File: src/mdll_pkg.sv
package mdll_pkg;

    // ------------------------------------------------------------
    // control bus widths
    // ------------------------------------------------------------
    localparam int N_DAC_TI   = 5;  // voltage code bits
    localparam int N_DAC_GAIN = 4;  // gain switches, one cold
    localparam int N_DAC_BW   = 3;  // decap legs
    localparam int N_FRAC     = 8;  // filter accumulator fraction

    // ------------------------------------------------------------
    // types
    // ------------------------------------------------------------
    typedef logic [N_DAC_TI-1:0]    dac_code_t;  // binary code
    typedef logic [2**N_DAC_TI-1:0] dac_sel_t;   // one-cold vref select
    typedef logic [2:0]             gain_sel_t;  // 0 = unity, 1..4 switch on
    typedef logic [N_DAC_GAIN-1:0]  gain_oc_t;
    typedef logic [1:0]             bw_sel_t;    // legs enabled
    typedef logic [N_DAC_BW-1:0]    bw_thm_t;
    typedef logic [15:0]            dac_volt_t;  // voltage units

    // ------------------------------------------------------------
    // calibration defaults
    // ------------------------------------------------------------
    localparam dac_volt_t DEF_V_OFFSET  = 16'd1024;  // ladder bottom tap
    localparam dac_volt_t DEF_LSB0      = 16'd4;     // step per code at K = 1
    localparam dac_volt_t DEF_V_GS_DROP = 16'd256;   // follower vgs

endpackage

File: src/mdll_dac_ctl_decoder.sv
`timescale 1ns/1ps

module mdll_dac_ctl_decoder import mdll_pkg::*; (
    input  logic      iir_clk,
    input  logic      rst_n,
    input  logic      cfg_valid,         // one-cycle strobe without back-pressure
    input  dac_code_t cfg_code,
    input  gain_sel_t cfg_gain,
    input  bw_sel_t   cfg_bw,
    output dac_sel_t  dinb_sel,          // only bit cfg_code low
    output gain_oc_t  ctlb_dac_gain_oc,  // at most one switch low
    output bw_thm_t   ctl_dac_bw_thm     // low cfg_bw bits set
);

    // reset word is code 0 with gain 0 and bw 0
    localparam dac_sel_t SEL_RST  = ~dac_sel_t'(1);
    localparam gain_oc_t GAIN_RST = '1;
    localparam bw_thm_t  BW_RST   = '0;

    dac_sel_t sel_enc;
    gain_oc_t gain_enc;
    bw_thm_t  bw_enc;

    // ------------------------------------------------------------
    // encoders on the incoming word
    // ------------------------------------------------------------

    // code to one cold
    always_comb begin
        sel_enc = '1;
        sel_enc[cfg_code] = 1'b0;  // tap select is active low
    end

    // gain to one cold
    always_comb begin
        gain_enc = '1;  // all switches off so K = 1
        if (cfg_gain != '0 && cfg_gain <= gain_sel_t'(N_DAC_GAIN)) begin
            gain_enc[2'(cfg_gain - 3'd1)] = 1'b0;  // switch g-1 on
        end
        // 5..7 fall through as unity
    end

    // bw to thermometer saturating at N_DAC_BW legs
    always_comb begin
        bw_enc = '0;
        for (int i = 0; i < N_DAC_BW; i++) begin
            if (i < int'(cfg_bw)) begin
                bw_enc[i] = 1'b1;
            end
        end
    end

    // ------------------------------------------------------------
    // control registers
    // ------------------------------------------------------------

    // switch controls straight from flops so the buses never glitch
    always_ff @(posedge iir_clk) begin
        if (!rst_n) begin
            dinb_sel         <= SEL_RST;
            ctlb_dac_gain_oc <= GAIN_RST;
            ctl_dac_bw_thm   <= BW_RST;
        end else if (cfg_valid) begin  // later strobe overwrites
            dinb_sel         <= sel_enc;
            ctlb_dac_gain_oc <= gain_enc;
            ctl_dac_bw_thm   <= bw_enc;
        end
    end

endmodule

File: src/mdll_supply_dac_filter.sv
`timescale 1ns/1ps

module mdll_supply_dac_filter import mdll_pkg::*; #(
    parameter dac_volt_t V_OFFSET = DEF_V_OFFSET  // node level out of reset
) (
    input  logic      iir_clk,
    input  logic      rst_n,
    input  bw_thm_t   ctl_dac_bw_thm,  // more legs, slower node
    input  dac_volt_t vin,             // target level
    output dac_volt_t vout,            // integer part of acc
    output logic      settled          // acc sits on target
);

    localparam int ACC_W = $bits(dac_volt_t) + N_FRAC;

    typedef logic [ACC_W-1:0]        acc_t;
    typedef logic signed [ACC_W:0]   dif_t;  // one extra bit for sign

    acc_t       acc;
    acc_t       acc_nxt;
    acc_t       tgt;      // scaled target
    dif_t       diff;
    dif_t       step;
    logic [2:0] shift;    // 1..4

    // ------------------------------------------------------------
    // time constant
    // ------------------------------------------------------------

    // s = 1 + legs on
    always_comb begin
        shift = 3'd1;
        for (int i = 0; i < N_DAC_BW; i++) begin
            if (ctl_dac_bw_thm[i]) begin
                shift = shift + 3'd1;
            end
        end
    end

    // ------------------------------------------------------------
    // iir step
    // ------------------------------------------------------------
    assign tgt  = {vin, {N_FRAC{1'b0}}};
    assign diff = $signed({1'b0, tgt}) - $signed({1'b0, acc});

    always_comb begin
        step = diff >>> shift;  // floor, never past target
        // tail of the exponential, creep one lsb so we land exactly
        if (step == '0 && diff != '0) begin
            step = diff[ACC_W] ? '1 : dif_t'(1);
        end
        acc_nxt = acc_t'(dif_t'({1'b0, acc}) + step);
    end

    always_ff @(posedge iir_clk) begin
        if (!rst_n) begin
            acc     <= {V_OFFSET, {N_FRAC{1'b0}}};  // node precharged to offset
            settled <= 1'b0;
        end else begin
            acc     <= acc_nxt;
            settled <= (acc_nxt == tgt);  // lines up with acc
        end
    end

    assign vout = acc[N_FRAC +: $bits(dac_volt_t)];  // drop fraction

endmodule

File: src/mdll_dcdl_supply_dac.sv
`timescale 1ns/1ps

module mdll_dcdl_supply_dac import mdll_pkg::*; #(
    parameter dac_volt_t V_OFFSET = DEF_V_OFFSET,  // ladder offset
    parameter dac_volt_t LSB0     = DEF_LSB0       // base step
) (
    input  logic      iir_clk,
    input  logic      rst_n,
    input  bw_thm_t   ctl_dac_bw_thm,    // decap legs
    input  gain_oc_t  ctlb_dac_gain_oc,  // gain switches, one cold
    input  dac_sel_t  dinb_sel,          // vref tap, one cold
    output dac_volt_t ana_vref_out,      // filtered dac level
    output logic      settled
);

    gain_oc_t  gain_oh;   // active-high view of gain switches
    dac_code_t code;      // recovered tap index
    logic [2:0] n_on;     // switches closed
    logic [2:0] sw_idx;   // last closed switch
    logic [2:0] k_gain;   // 1..5
    dac_volt_t step;      // LSB0 * K
    dac_volt_t target;    // unfiltered level

    // ------------------------------------------------------------
    // tap recovery
    // ------------------------------------------------------------

    // lowest zero wins, scan top down
    always_comb begin
        code = '0;  // no tap selected -> bottom
        for (int m = 2**N_DAC_TI - 1; m >= 0; m--) begin
            if (!dinb_sel[m]) begin
                code = dac_code_t'(m);
            end
        end
    end

    // ------------------------------------------------------------
    // gain recovery
    // ------------------------------------------------------------
    assign gain_oh = ~ctlb_dac_gain_oc;

    always_comb begin
        n_on   = '0;
        sw_idx = '0;
        for (int j = 0; j < N_DAC_GAIN; j++) begin
            if (gain_oh[j]) begin
                n_on   = n_on + 3'd1;
                sw_idx = 3'(j);
            end
        end
        // switch j shorts the ladder top, K = j + 2
        k_gain = 3'd1;
        if (n_on == 3'd1) begin
            k_gain = sw_idx + 3'd2;
        end
        // none or several closed: unity
    end

    // target = offset + lsb * K * code
    assign step   = LSB0 * dac_volt_t'(k_gain);
    assign target = V_OFFSET + step * dac_volt_t'(code);

    // decap low-pass on the dac node
    mdll_supply_dac_filter #(
        .V_OFFSET (V_OFFSET)
    ) i_mdll_supply_dac_filter (
        .iir_clk        (iir_clk),
        .rst_n          (rst_n),
        .ctl_dac_bw_thm (ctl_dac_bw_thm),
        .vin            (target),
        .vout           (ana_vref_out),
        .settled        (settled)
    );

endmodule

File: src/mdll_supply_dac_buffer.sv
`timescale 1ns/1ps

module mdll_supply_dac_buffer import mdll_pkg::*; #(
    parameter dac_volt_t V_GS_DROP = DEF_V_GS_DROP  // follower vgs
) (
    input  logic      iir_clk,
    input  logic      rst_n,
    input  dac_volt_t ana_vref,    // filtered dac node
    input  logic      settled_in,  // from the filter
    output dac_volt_t vout,        // dcdl supply
    output logic      settled      // same stage as vout
);

    dac_volt_t v_sf;  // source node, unregistered

    // ------------------------------------------------------------
    // source follower
    // ------------------------------------------------------------

    // gate below vgs: device off, supply at ground
    always_comb begin
        if (ana_vref > V_GS_DROP) begin
            v_sf = ana_vref - V_GS_DROP;
        end else begin
            v_sf = '0;
        end
    end

    // one stage, settled rides along
    always_ff @(posedge iir_clk) begin
        if (!rst_n) begin
            vout    <= '0;
            settled <= 1'b0;
        end else begin
            vout    <= v_sf;
            settled <= settled_in;
        end
    end

endmodule

File: src/mdll_dcdl_supply_dac_top.sv
`timescale 1ns/1ps

module mdll_dcdl_supply_dac_top import mdll_pkg::*; #(
    parameter dac_volt_t V_OFFSET  = DEF_V_OFFSET,   // dac offset
    parameter dac_volt_t LSB0      = DEF_LSB0,       // step per code
    parameter dac_volt_t V_GS_DROP = DEF_V_GS_DROP   // buffer drop
) (
    input  logic      iir_clk,
    input  logic      rst_n,
    input  logic      cfg_valid,  // control word strobe
    input  dac_code_t cfg_code,
    input  gain_sel_t cfg_gain,
    input  bw_sel_t   cfg_bw,
    output dac_volt_t vout,       // dcdl supply
    output logic      settled
);

    // ------------------------------------------------------------
    // control buses and dac node
    // ------------------------------------------------------------
    dac_sel_t  dinb_sel;
    gain_oc_t  ctlb_dac_gain_oc;
    bw_thm_t   ctl_dac_bw_thm;
    dac_volt_t ana_vref_out;
    logic      dac_settled;  // one stage ahead of settled

    mdll_dac_ctl_decoder i_mdll_dac_ctl_decoder (
        .iir_clk          (iir_clk),
        .rst_n            (rst_n),
        .cfg_valid        (cfg_valid),
        .cfg_code         (cfg_code),
        .cfg_gain         (cfg_gain),
        .cfg_bw           (cfg_bw),
        .dinb_sel         (dinb_sel),
        .ctlb_dac_gain_oc (ctlb_dac_gain_oc),
        .ctl_dac_bw_thm   (ctl_dac_bw_thm)
    );

    mdll_dcdl_supply_dac #(
        .V_OFFSET (V_OFFSET),
        .LSB0     (LSB0)
    ) i_mdll_dcdl_supply_dac (
        .iir_clk          (iir_clk),
        .rst_n            (rst_n),
        .ctl_dac_bw_thm   (ctl_dac_bw_thm),
        .ctlb_dac_gain_oc (ctlb_dac_gain_oc),
        .dinb_sel         (dinb_sel),
        .ana_vref_out     (ana_vref_out),
        .settled          (dac_settled)
    );

    // follower onto the dcdl rail
    mdll_supply_dac_buffer #(
        .V_GS_DROP (V_GS_DROP)
    ) i_mdll_supply_dac_buffer (
        .iir_clk    (iir_clk),
        .rst_n      (rst_n),
        .ana_vref   (ana_vref_out),
        .settled_in (dac_settled),
        .vout       (vout),
        .settled    (settled)
    );

endmodule

File: config.mk
export PLATFORM = sky130hd
export DESIGN_NAME = mdll_dcdl_supply_dac_top
export DESIGN_NICKNAME = d
export VERILOG_FILES = /design/src/mdll_pkg.sv /design/src/mdll_dac_ctl_decoder.sv /design/src/mdll_supply_dac_filter.sv /design/src/mdll_dcdl_supply_dac.sv /design/src/mdll_supply_dac_buffer.sv /design/src/mdll_dcdl_supply_dac_top.sv
export SDC_FILE = /design/constraint.sdc
export NUM_CORES = 1
export LEC_CHECK = 0
export BUFFER_PORTS_ARGS = -buffer_cell sky130_fd_sc_hd__buf_4
export CAP_MARGIN = 25
export CORE_ASPECT_RATIO = 0.75
export CORE_MARGIN = 4
export CORE_UTILIZATION = 55
export CTS_CLUSTER_SIZE = 25
export DETAILED_ROUTE_END_ITERATION = 7
export GPL_ROUTABILITY_DRIVEN = 0
export PLACE_DENSITY = 0.72
export SYNTH_ARGS = -nofsm -noshare
export SYNTH_HDL_FRONTEND = slang
export SYNTH_SLANG_ARGS = --single-unit
File: constraint.sdc
create_clock -name iir_clk -period 10.7 [get_ports iir_clk]
set_input_delay 0.535 -clock iir_clk [delete_from_list [all_inputs] [get_ports iir_clk]]
set_output_delay 0.535 -clock iir_clk [all_outputs]
set_load 0.1 [all_outputs]
# == Word level (Yosys, flattened, before mapping) ==
# Index checks and enable logic that the tools add are counted.
# classes
addsub,11
multipliers,1
n_lt_le_gt_ge,9
n_eq_ne,2
n_shift,1
muxes,53
n_bitwise,3
n_reduce_logical,8
# ops
op,count
$mux W5,32
$mux W24,2
$not A32 Y32,1
$logic_not A25 Y1,1
$reduce_bool A25 Y1,1
$sshr A25 B3 Y25,1
$sub A24 B24 Y25,1
$add A24 B24 Y24,1
$eq A24 B24 Y1,1
$mux W3,6
$add A11 B16 Y16 const A,1
$gt A16 B9 Y1 const B,1
$sub A16 B9 Y16 const B,1
$add A3 B1 Y3 const B,3
$mul A3 B5 Y8,1
$not A4 Y4,2
$mux W1,7
$lt A5 B6 Y1 const B,1
$mux W2,3
$demux W1 S5,1
$ge A5 B1 Y1 const B,1
$logic_and A1 B1 Y1,4
$lt A1 B2 Y1 const A,2
$mux W4,1
12 further kinds,12
# word_totals
regBits,81
output_inout_bits,17

# == Logic depth before layout (Yosys ltp) ==
# Gate-level depths: netlist of the first run.
# logic_depth
depth_word,41
depth_mapped,41
ltp_nobuf,40

# == By module ==
# A second synthesis of the first run with hierarchy kept.
# hier_totals
cells_unflattened,1077
hier_area_um2,8270.4
# by_module_without_submodules
module,n_inst,cells_per_inst,area_each_um2
mdll_supply_dac_filter,1,755,5333.9
mdll_dac_ctl_decoder,1,116,1363.8
mdll_dcdl_supply_dac,1,138,893.4
mdll_supply_dac_buffer,1,68,679.4

# == Worst setup path before layout of the first run ==
# No wires, ideal clock.
# synth_timing
kind,flip-flop to flip-flop
startpoint,reg i_mdll_dac_ctl_decoder.ctlb_dac_gain_oc[1]
endpoint,reg i_mdll_dcdl_supply_dac.i_mdll_supply_dac_filter.settled
setup_ns,0.092
t_arrival_ns,8.921
setup_slack_ns,1.687
stages_incl_launch_ff,38
n_path_buf,1
path_cell_list,dfxtp_1 -> inv_1 -> ha_1 -> nand2b_1 -> and2_1 -> ha_1 -> xnor2_1 -> a2111oi_0 -> nor2_1 -> nor2_1 -> fa_1 -> ha_1 -> inv_1 -> fa_1 -> inv_1 -> ha_1 -> clkbuf_1 -> or4b_2 -> (+2 left out) -> mux2_2 -> o22ai_1 -> mux2i_1 -> or4b_1 -> or4_1 -> o31ai_2 -> ha_1 -> fa_1 -> a211oi_1 -> o21a_1 -> nor4_1 -> nor2_1 -> xnor3_1 -> nor4_1 -> o2111ai_1 -> or4_1 -> or4_1 -> nor4_1
# synth_between
elab_chain_cells,17
elab_cells_between_ends,23
# synth_rtl
element,line_no,source
"start, declared",mdll_dac_ctl_decoder.sv:11,"output gain_oc_t ctlb_dac_gain_oc,"
"start signal, assigned",mdll_dac_ctl_decoder.sv:65,ctlb_dac_gain_oc <= gain_enc;
$not A4 Y4 *,mdll_dcdl_supply_dac.sv:41,assign gain_oh = ~ctlb_dac_gain_oc;
$mux W3,mdll_dcdl_supply_dac.sv:47,if (gain_oh[j]) begin
$add A3 B1 Y3,mdll_dcdl_supply_dac.sv:48,n_on = n_on + 3'd1;
$mux W3,mdll_dcdl_supply_dac.sv:47,
$add A3 B1 Y3,mdll_dcdl_supply_dac.sv:48,
$mux W3,mdll_dcdl_supply_dac.sv:47,
$eq A3 B1 Y1,mdll_dcdl_supply_dac.sv:54,if (n_on == 3'd1) begin
$mux W3 *,mdll_dcdl_supply_dac.sv:54,
$mul A3 B5 Y8 *,mdll_dcdl_supply_dac.sv:62,assign target = V_OFFSET + step * dac_volt_t'(code);
$add A11 B16 Y16 *,mdll_dcdl_supply_dac.sv:62,
$sub A24 B24 Y25,mdll_supply_dac_filter.sv:44,"assign diff = $signed({1'b0, tgt}) - $signed({1'b0, acc});"
$sshr A25 B3 Y25,mdll_supply_dac_filter.sv:47,step = diff >>> shift;
$logic_not A25 Y1,mdll_supply_dac_filter.sv:49,if (step == '0 && diff != '0) begin
$logic_and A1 B1 Y1,mdll_supply_dac_filter.sv:49,
$mux W24,mdll_supply_dac_filter.sv:49,
$add A24 B24 Y24,mdll_supply_dac_filter.sv:52,"acc_nxt = acc_t'(dif_t'({1'b0, acc}) + step);"
$eq A24 B24 Y1 *,mdll_supply_dac_filter.sv:61,settled <= (acc_nxt == tgt);
"end signal, assigned",mdll_supply_dac_filter.sv:61,
"end, declared",mdll_supply_dac_filter.sv:11,output logic settled
# Every way passes the cells marked *; elsewhere a longest branch is shown, timed or not.
# A chain may end at the register's enable or synchronous reset.

# == Worst setup path in the final report of the first run ==
# Ends and elaborated chain as after synthesis.

==> results of run 1 <==
-- routing by layer --
| layer | up-vias | global-route usage (%) | routed length [um] | share of wire [%] |
|---|---|---|---|---|
| met5 | - | 0 | 0 | 0 |
| met4 | 0 | 9.148 | 582 | 2.9 |
| met3 | 53 | 6.554 | 1810 | 9.2 |
| met2 | 322 | 40.07 | 8359 | 42 |
| met1 | 3287 | 37.32 | 9012 | 46 |
| li1 | 3306 | - | - | - |
-- sequential cells by signal (all words and copies together) (netlist names) --
signal / cells
i_mdll_dac_ctl_decoder.dinb_sel: 32
i_mdll_dcdl_supply_dac.i_mdll_supply_dac_filter.acc: 24
i_mdll_supply_dac_buffer.vout: 16
i_mdll_dac_ctl_decoder.ctlb_dac_gain_oc: 4
i_mdll_dac_ctl_decoder.ctl_dac_bw_thm: 3
i_mdll_dcdl_supply_dac.i_mdll_supply_dac_filter.settled: 1
i_mdll_supply_dac_buffer.settled: 1
-- how the worst min path moves through the flow --
| stage | start | end | slack [ns] | cells past startpoint |
|---|---|---|---|---|
| after CTS | flop | i_mdll_supply_dac_buffer.settled | 0.45 | 1 |
| after global placement | flop | i_mdll_supply_dac_buffer.settled | 0.44 | 1 |
| final | flop | i_mdll_supply_dac_buffer.settled | 0.45 | 1 |
| after floorplan | flop | i_mdll_supply_dac_buffer.settled | 0.41 | 1 |
| after global routing | cfg_bw[1] | i_mdll_dac_ctl_decoder.ctl_dac_bw_thm[1] | 0.48 | 3 |
| after detailed placement | flop | i_mdll_supply_dac_buffer.settled | 0.45 | 1 |
-- repair_timing --
action	4_1_cts	5_1_grt
hold endpoints to repair	0	0
endpoints found under the setup margin	0	1
resized for setup	0	7
-- power by group --
part	internal [uW]	leakage (uW)	total [uW]	switching, uW
clock	160	0.000130	298	138
sequential	368	0.000666	465	96.8
combinational	738	0.00246	1910	1170
-- layout by cell type, fill, tap and decap left out, types with 18 or more instances in the layout --
cell type,n
and2_1,25
nand2_1,89
inv_1,35
xor2_1,18
o21ai_0,48
xnor2_1,35
buf_4,33
o22ai_1,33
ha_1,46
a21oi_1,45
dfxtp_1,81
nor3_1,24
nor2_1,90
mux2i_1,23
-- metrics by stage --
stage | hold WS, ns | utilization, % | std cells | setup slack, ns | area [um2]
after detailed placement | 0.4465 | 58.92 | 1056 | 0.5310 | 7353
final | 0.4518 | 61.39 | 1072 | 0.7049 | 7662
after CTS | 0.4494 | 61.15 | 1072 | 0.4332 | 7632
after floorplan | 0.4119 | - | 905 | 1.687 | 7134
after global routing | 0.4751 | 61.39 | 1072 | 0.03705 | 7662
after global placement | 0.4441 | 58.70 | 1055 | 0.8972 | 7326
-- cell families (layout without fill, tap and decap cells) --
family / after synthesis / in the layout / synth area share [%]
compound gates: 247 / 247 / 23.47
xor+xnor: 57 / 57 / 7.383
fa+ha+maj: 52 / 52 / 9.646
buf+inv: 84 / 85 / 5.875
flops: 81 / 81 / 22.73
mux: 31 / 31 / 4.788
simple gates: 353 / 353 / 26.11
-- layout make-up --
cell class | instances | area share, %
Clock buffer | 10 | 2.988
Inverter | 35 | 1.715
Multi-Input combinational cell | 740 | 67.18
Clock inverter | 6 | 0.6532
Timing Repair Buffer | 34 | 3.592
Sequential cell | 81 | 21.16
Tap cell | 166 | 2.711
==> impl_metrics.py, run 1 <==
metrics = {
    "clocking": {
        "cts.sinks": 81,
        "clkLatencyLatePin_ns": 0.35,
        "cts_tree": "yes",
        "cts_max_path_buffers": 2,
        "hold_buffers": 0,
        "h-tree-depth": 3,
        "cts_inserted_buffers": 9,
        "path_clk_slew_ns": 0.08,
        "post-cts-setup-buffers": 0,
        "clock-root-buffer": "clkbuf_16",
    },
    "logic_synthesis": {
        "synth.most_common_cell": "nor2_1",
        "syn_nets": 970,
        "synth_edf_count": 0,
        "yosys-top-cells-area": "dfxtp_1 (23%), ha_1 (8.2%), nor2_1 (4.7%)",
        "syn-cell-area_um2": 7134,
        "synth_top_cell_area_share_pct": 22.73,
        "synth_top_area_cell": "dfxtp_1",
        "ys_warn_count": 0,
        "synth.avg_cell_area_um2": 7.883,
        "synth_seq_cells": 81,
        "synthTopCellsByCount": "nor2_1 (90), nand2_1 (89), dfxtp_1 (81), o21ai_0 (49), ha_1 (47)",
        "syn_inst": 905,
        "ys_seq_area_share_pct": 22.73,
        "netlist-cell-type-count": 91,
        "synth_top_flop_cell": "dfxtp_1",
        "async_flop_share_pct": 0,
    },
    "grt": {
        "globalRouteOverflowTotal": 0,
        "grt_start_max_net_pins": 61,
        "grt_pass1_wl_um": 32640,
        "grtUsageTotal_pct": 26.63,
        "grt_pass1_vias": 6503,
        "antenna_found_initial": 0,
    },
    "place": {
        "dp_hpwl_um": 15200,
        "portBuffers": 29,
    },
    "power_and_ir_drop": {
        "power_density_nw_per_um2": 348.8,
        "p_leak_uw": 0.003257,
        "vdd_drop_max_mv": 0.2273,
        "p_total_uw": 2673,
    },
    "critical_path": {
        "cp_max_fo": 8,
        "startpoint_type": "flop",
        "r2r_slack_ns": 0.70,
        "r2r-start": "i_mdll_dac_ctl_decoder.ctlb_dac_gain_oc[1]",
        "critPathBufInv": 2,
        "cp_top_family": "compound AO/OA/AOI/OAI gates",
        "cpPeakStageDelay_ns": 0.55,
        "crit_type": "reg -> reg",
        "crit_cells": 36,
        "cpMostUsedCell": "ha_1",
        "crit_start": "i_mdll_dac_ctl_decoder.ctlb_dac_gain_oc[1]",
        "endpoint_kind": "flop",
        "worstRegToRegCells": 36,
        "arrival_ns": 10.25,
        "critPathSlowestCell": "fa_1",
        "required_ns": 10.95,
    },
    "layout": {
        "fill_cells": 1094,
        "nNetsFinal": 966,
        "drive_above_1_share_pct": 11.04,
        "antenna_cells": 0,
        "area_growth_pct": 7.401,
        "final-seq-area_um2": 1622,
        "multi_input_area_um2": 5147,
    },
    "timing": {
        "fin_skew_ns": 0.01358,
        "period_share_pct": 93.41,
        "setup_tns_ns": 0,
        "period_needed_ns": 9.995,
        "tightestPinTransition_ns": 1.143,
        "finalMaxSlewViolations": 0,
        "setup_viol": 0,
        "rsz0062_at_grt": "no",
        "maxSlewHeadroom_pct": 22.69,
        "fmax_ghz": 0.1000,
        "hold_viol": 0,
    },
    "drt": {
        "wl_um": 19770,
        "ant_nets": 0,
        "drtIter0Drc": 711,
        "num_vias": 6968,
        "route.detailed.drc": 0,
        "vias_per_cell": 6.500,
        "post_drt_wl_per_cell_um": 18.44,
        "firstDrtPassIters": 5,
    },
    "job": {
        "max-cap-violations": 0,
    },
    "outcome": {
        "status": "complete, no violations",
    },
    "floorplanning": {
        "initial_utilization_pct": 57.16,
        "die_w_um": 139.5,
        "core_um2": 12480,
        "die_h_um": 106.6,
        "fp-row-count": 35,
        "io_pins": 30,
        "dieArea_um2": 14880,
    },
    "min_path": {
        "hp-class": "reg -> reg",
    },
}
Power figures use the tool's default switching activity.
==> run 2, diff against run 1 <==
--- a/config.mk
+++ b/config.mk
@@ -6,14 +6,13 @@
 export NUM_CORES = 1
 export LEC_CHECK = 0
 export BUFFER_PORTS_ARGS = -buffer_cell sky130_fd_sc_hd__buf_4
-export CAP_MARGIN = 25
 export CORE_ASPECT_RATIO = 0.75
 export CORE_MARGIN = 4
-export CORE_UTILIZATION = 55
+export CORE_UTILIZATION = 50
 export CTS_CLUSTER_SIZE = 25
 export DETAILED_ROUTE_END_ITERATION = 7
 export GPL_ROUTABILITY_DRIVEN = 0
-export PLACE_DENSITY = 0.72
+export PLACE_DENSITY = 0.67
 export SYNTH_ARGS = -nofsm -noshare
 export SYNTH_HDL_FRONTEND = slang
 export SYNTH_SLANG_ARGS = --single-unit
==> run 2 against run 1 <==
Against the previous run:
- clock power rose by 6%
- register-to-register slack got worse by 0.03 ns
- utilization fell by 6.0 points
- routed wire length fell by 2.6%
- first-iteration DRC count rose by 0.98%
- maximum frequency fell by 0.34%
==> impl_metrics.py, run 2 (same netlist as run 1, synthesis figures left out) <==
metrics = {
    "outcome": {
        "status": "complete, no violations",
    },
    "layout": {
        "nNetsFinal": 968,
        "antenna_cells": 0,
        "drive_above_1_share_pct": 10.79,
        "top_register": "i_mdll_dac_ctl_decoder.dinb_sel",
        "fill_cells": 1342,
        "area_growth_pct": 7.506,
        "final_cell_mix": "nor2_1 (90), nand2_1 (89), dfxtp_1 (81)",
        "reg.largest.list": "i_mdll_dac_ctl_decoder.dinb_sel x32, i_mdll_dcdl_supply_dac.i_mdll_supply_dac_filter.acc x24, i_mdll_supply_dac_buffer.vout x16",
        "mostFrequentLayoutCell": "nor2_1",
        "fin_cells": 1083,
        "largest_register_ffs": 32,
    },
    "place": {
        "portBuffers": 29,
        "dp_cells": 1067,
        "dp_hpwl_um": 14420,
    },
    "critical_path": {
        "endpoint_kind": "flop",
        "cp_max_fo": 8,
        "worstRegToRegCells": 36,
        "startpoint_type": "flop",
        "cpMostUsedCell": "ha_1",
        "required_ns": 10.95,
        "cpPeakStageDelay_ns": 0.56,
        "critPathSlowestCell": "or4_1",
        "r2r-start": "i_mdll_dac_ctl_decoder.ctlb_dac_gain_oc[1]",
        "r2r_slack_ns": 0.67,
        "arrival_ns": 10.28,
        "crit_type": "reg -> reg",
    },
    "grt": {
        "grtUsageTotal_pct": 23.68,
        "globalRouteOverflowTotal": 0,
        "grt_start_max_net_pins": 60,
        "grt_pass1_wl_um": 31780,
        "antenna_found_initial": 0,
        "grt_pass1_vias": 6004,
    },
    "clocking": {
        "post-cts-setup-buffers": 0,
        "clock-root-buffer": "clkbuf_16",
        "cts_max_path_buffers": 2,
        "cts_inserted_buffers": 9,
        "cts_tree": "yes",
        "cts.sinks": 81,
        "hold_buffers": 0,
        "cts_resized": 0,
        "path_clk_slew_ns": 0.06,
        "clkLatencyLatePin_ns": 0.35,
        "h-tree-depth": 3,
    },
    "timing": {
        "tightestPinTransition_ns": 0.9696,
        "setup_tns_ns": 0,
        "fin_skew_ns": 0.01363,
        "period_share_pct": 93.73,
        "hold_viol": 0,
        "finalMaxSlewViolations": 0,
        "fmax_ghz": 0.09971,
        "period_needed_ns": 10.03,
        "setup_viol": 0,
        "maxSlewHeadroom_pct": 34.45,
    },
    "power_and_ir_drop": {
        "p_total_uw": 2659,
        "power_density_nw_per_um2": 346.6,
        "vdd_drop_max_mv": 0.1529,
        "p_leak_uw": 0.003263,
    },
    "drt": {
        "firstDrtPassIters": 7,
        "vias_per_cell": 6.072,
        "route.detailed.drc": 0,
        "post_drt_wl_per_cell_um": 17.78,
        "num_vias": 6576,
        "wl_um": 19260,
        "drtIter0Drc": 718,
        "ant_nets": 0,
    },
    "floorplanning": {
        "io_pins": 30,
        "die_h_um": 111.5,
        "fp-row-count": 37,
        "initial_utilization_pct": 51.54,
        "dieArea_um2": 16260,
        "die_w_um": 145.9,
        "core_um2": 13840,
    },
    "job": {
        "max-cap-violations": 0,
    },
    "min_path": {
        "hold_end": "i_mdll_supply_dac_buffer.settled",
        "hp-class": "reg -> reg",
        "hold_depth": 1,
    },
}
[run 2: how the worst max path moves through the flow]
stage	from	slack (ns)	end	cells after the start
floorplan	i_mdll_dac_ctl_decoder.ctlb_dac_gain_oc[1]	1.69	flop	37
global placement	i_mdll_dac_ctl_decoder.ctlb_dac_gain_oc[1]	0.89	flop	37
detailed placement	i_mdll_dac_ctl_decoder.ctlb_dac_gain_oc[1]	0.62	flop	37
CTS	i_mdll_dac_ctl_decoder.ctlb_dac_gain_oc[1]	0.56	flop	37
global route	i_mdll_dac_ctl_decoder.ctlb_dac_gain_oc[1]	-0.04	flop	37
finish	i_mdll_dac_ctl_decoder.ctlb_dac_gain_oc[1]	0.67	flop	36
[run 2: area by class of cell]
| class | count | area [um2] | share of cell area [%] |
|---|---|---|---|
| multi-input combinational | 740 | 5131 | 66.90 |
| sequential | 81 | 1622 | 21.14 |
| timing repair buffer | 36 | 270.3 | 3.524 |
| clock buffer | 10 | 229.0 | 2.985 |
| tap | 175 | 219.0 | 2.855 |
| inverter | 35 | 131.4 | 1.713 |
| clock inverter | 6 | 67.56 | 0.8809 |
[run 2: power breakdown]
group	total (uW)	internal, uW	leakage, uW	switching, uW
sequential	466	369	0.000666	97.7
clock	315	182	0.000139	133
combinational	1880	736	0.00246	1140
[run 2: per-layer routing]
metal	part of all wire [%]	track usage, %
met5	0	0
met4	1.8	5.946
met3	6.8	4.434
met2	39	32.89
met1	52	37.09
[run 2: worst max-delay path: cells and delay by family (launching register included)]
| kind | cells | cell delay [ns] |
|---|---|---|
| flip-flops | 1 | 0.37 |
| buffers and inverters | 2 | 0.12 |
| AND/OR/NAND/NOR | 10 | 2.68 |
| AO/OA/AOI/OAI | 12 | 3.11 |
| XOR/XNOR | 4 | 0.97 |
| adder cells (fa/ha/maj) | 8 | 2.68 |
[run 2: metrics by stage]
step | hold WS, ns | area, um2 | util (%) | setup WS, ns
after CTS | 0.4324 | 7656 | 55.31 | 0.5574
after floorplan | 0.4119 | 7134 | - | 1.687
final | 0.4326 | 7670 | 55.41 | 0.6707
after global placement | 0.4196 | 7360 | 53.17 | 0.8860
after global routing | 0.4549 | 7670 | 55.41 | -0.03960
after detailed placement | 0.4184 | 7360 | 53.17 | 0.6178
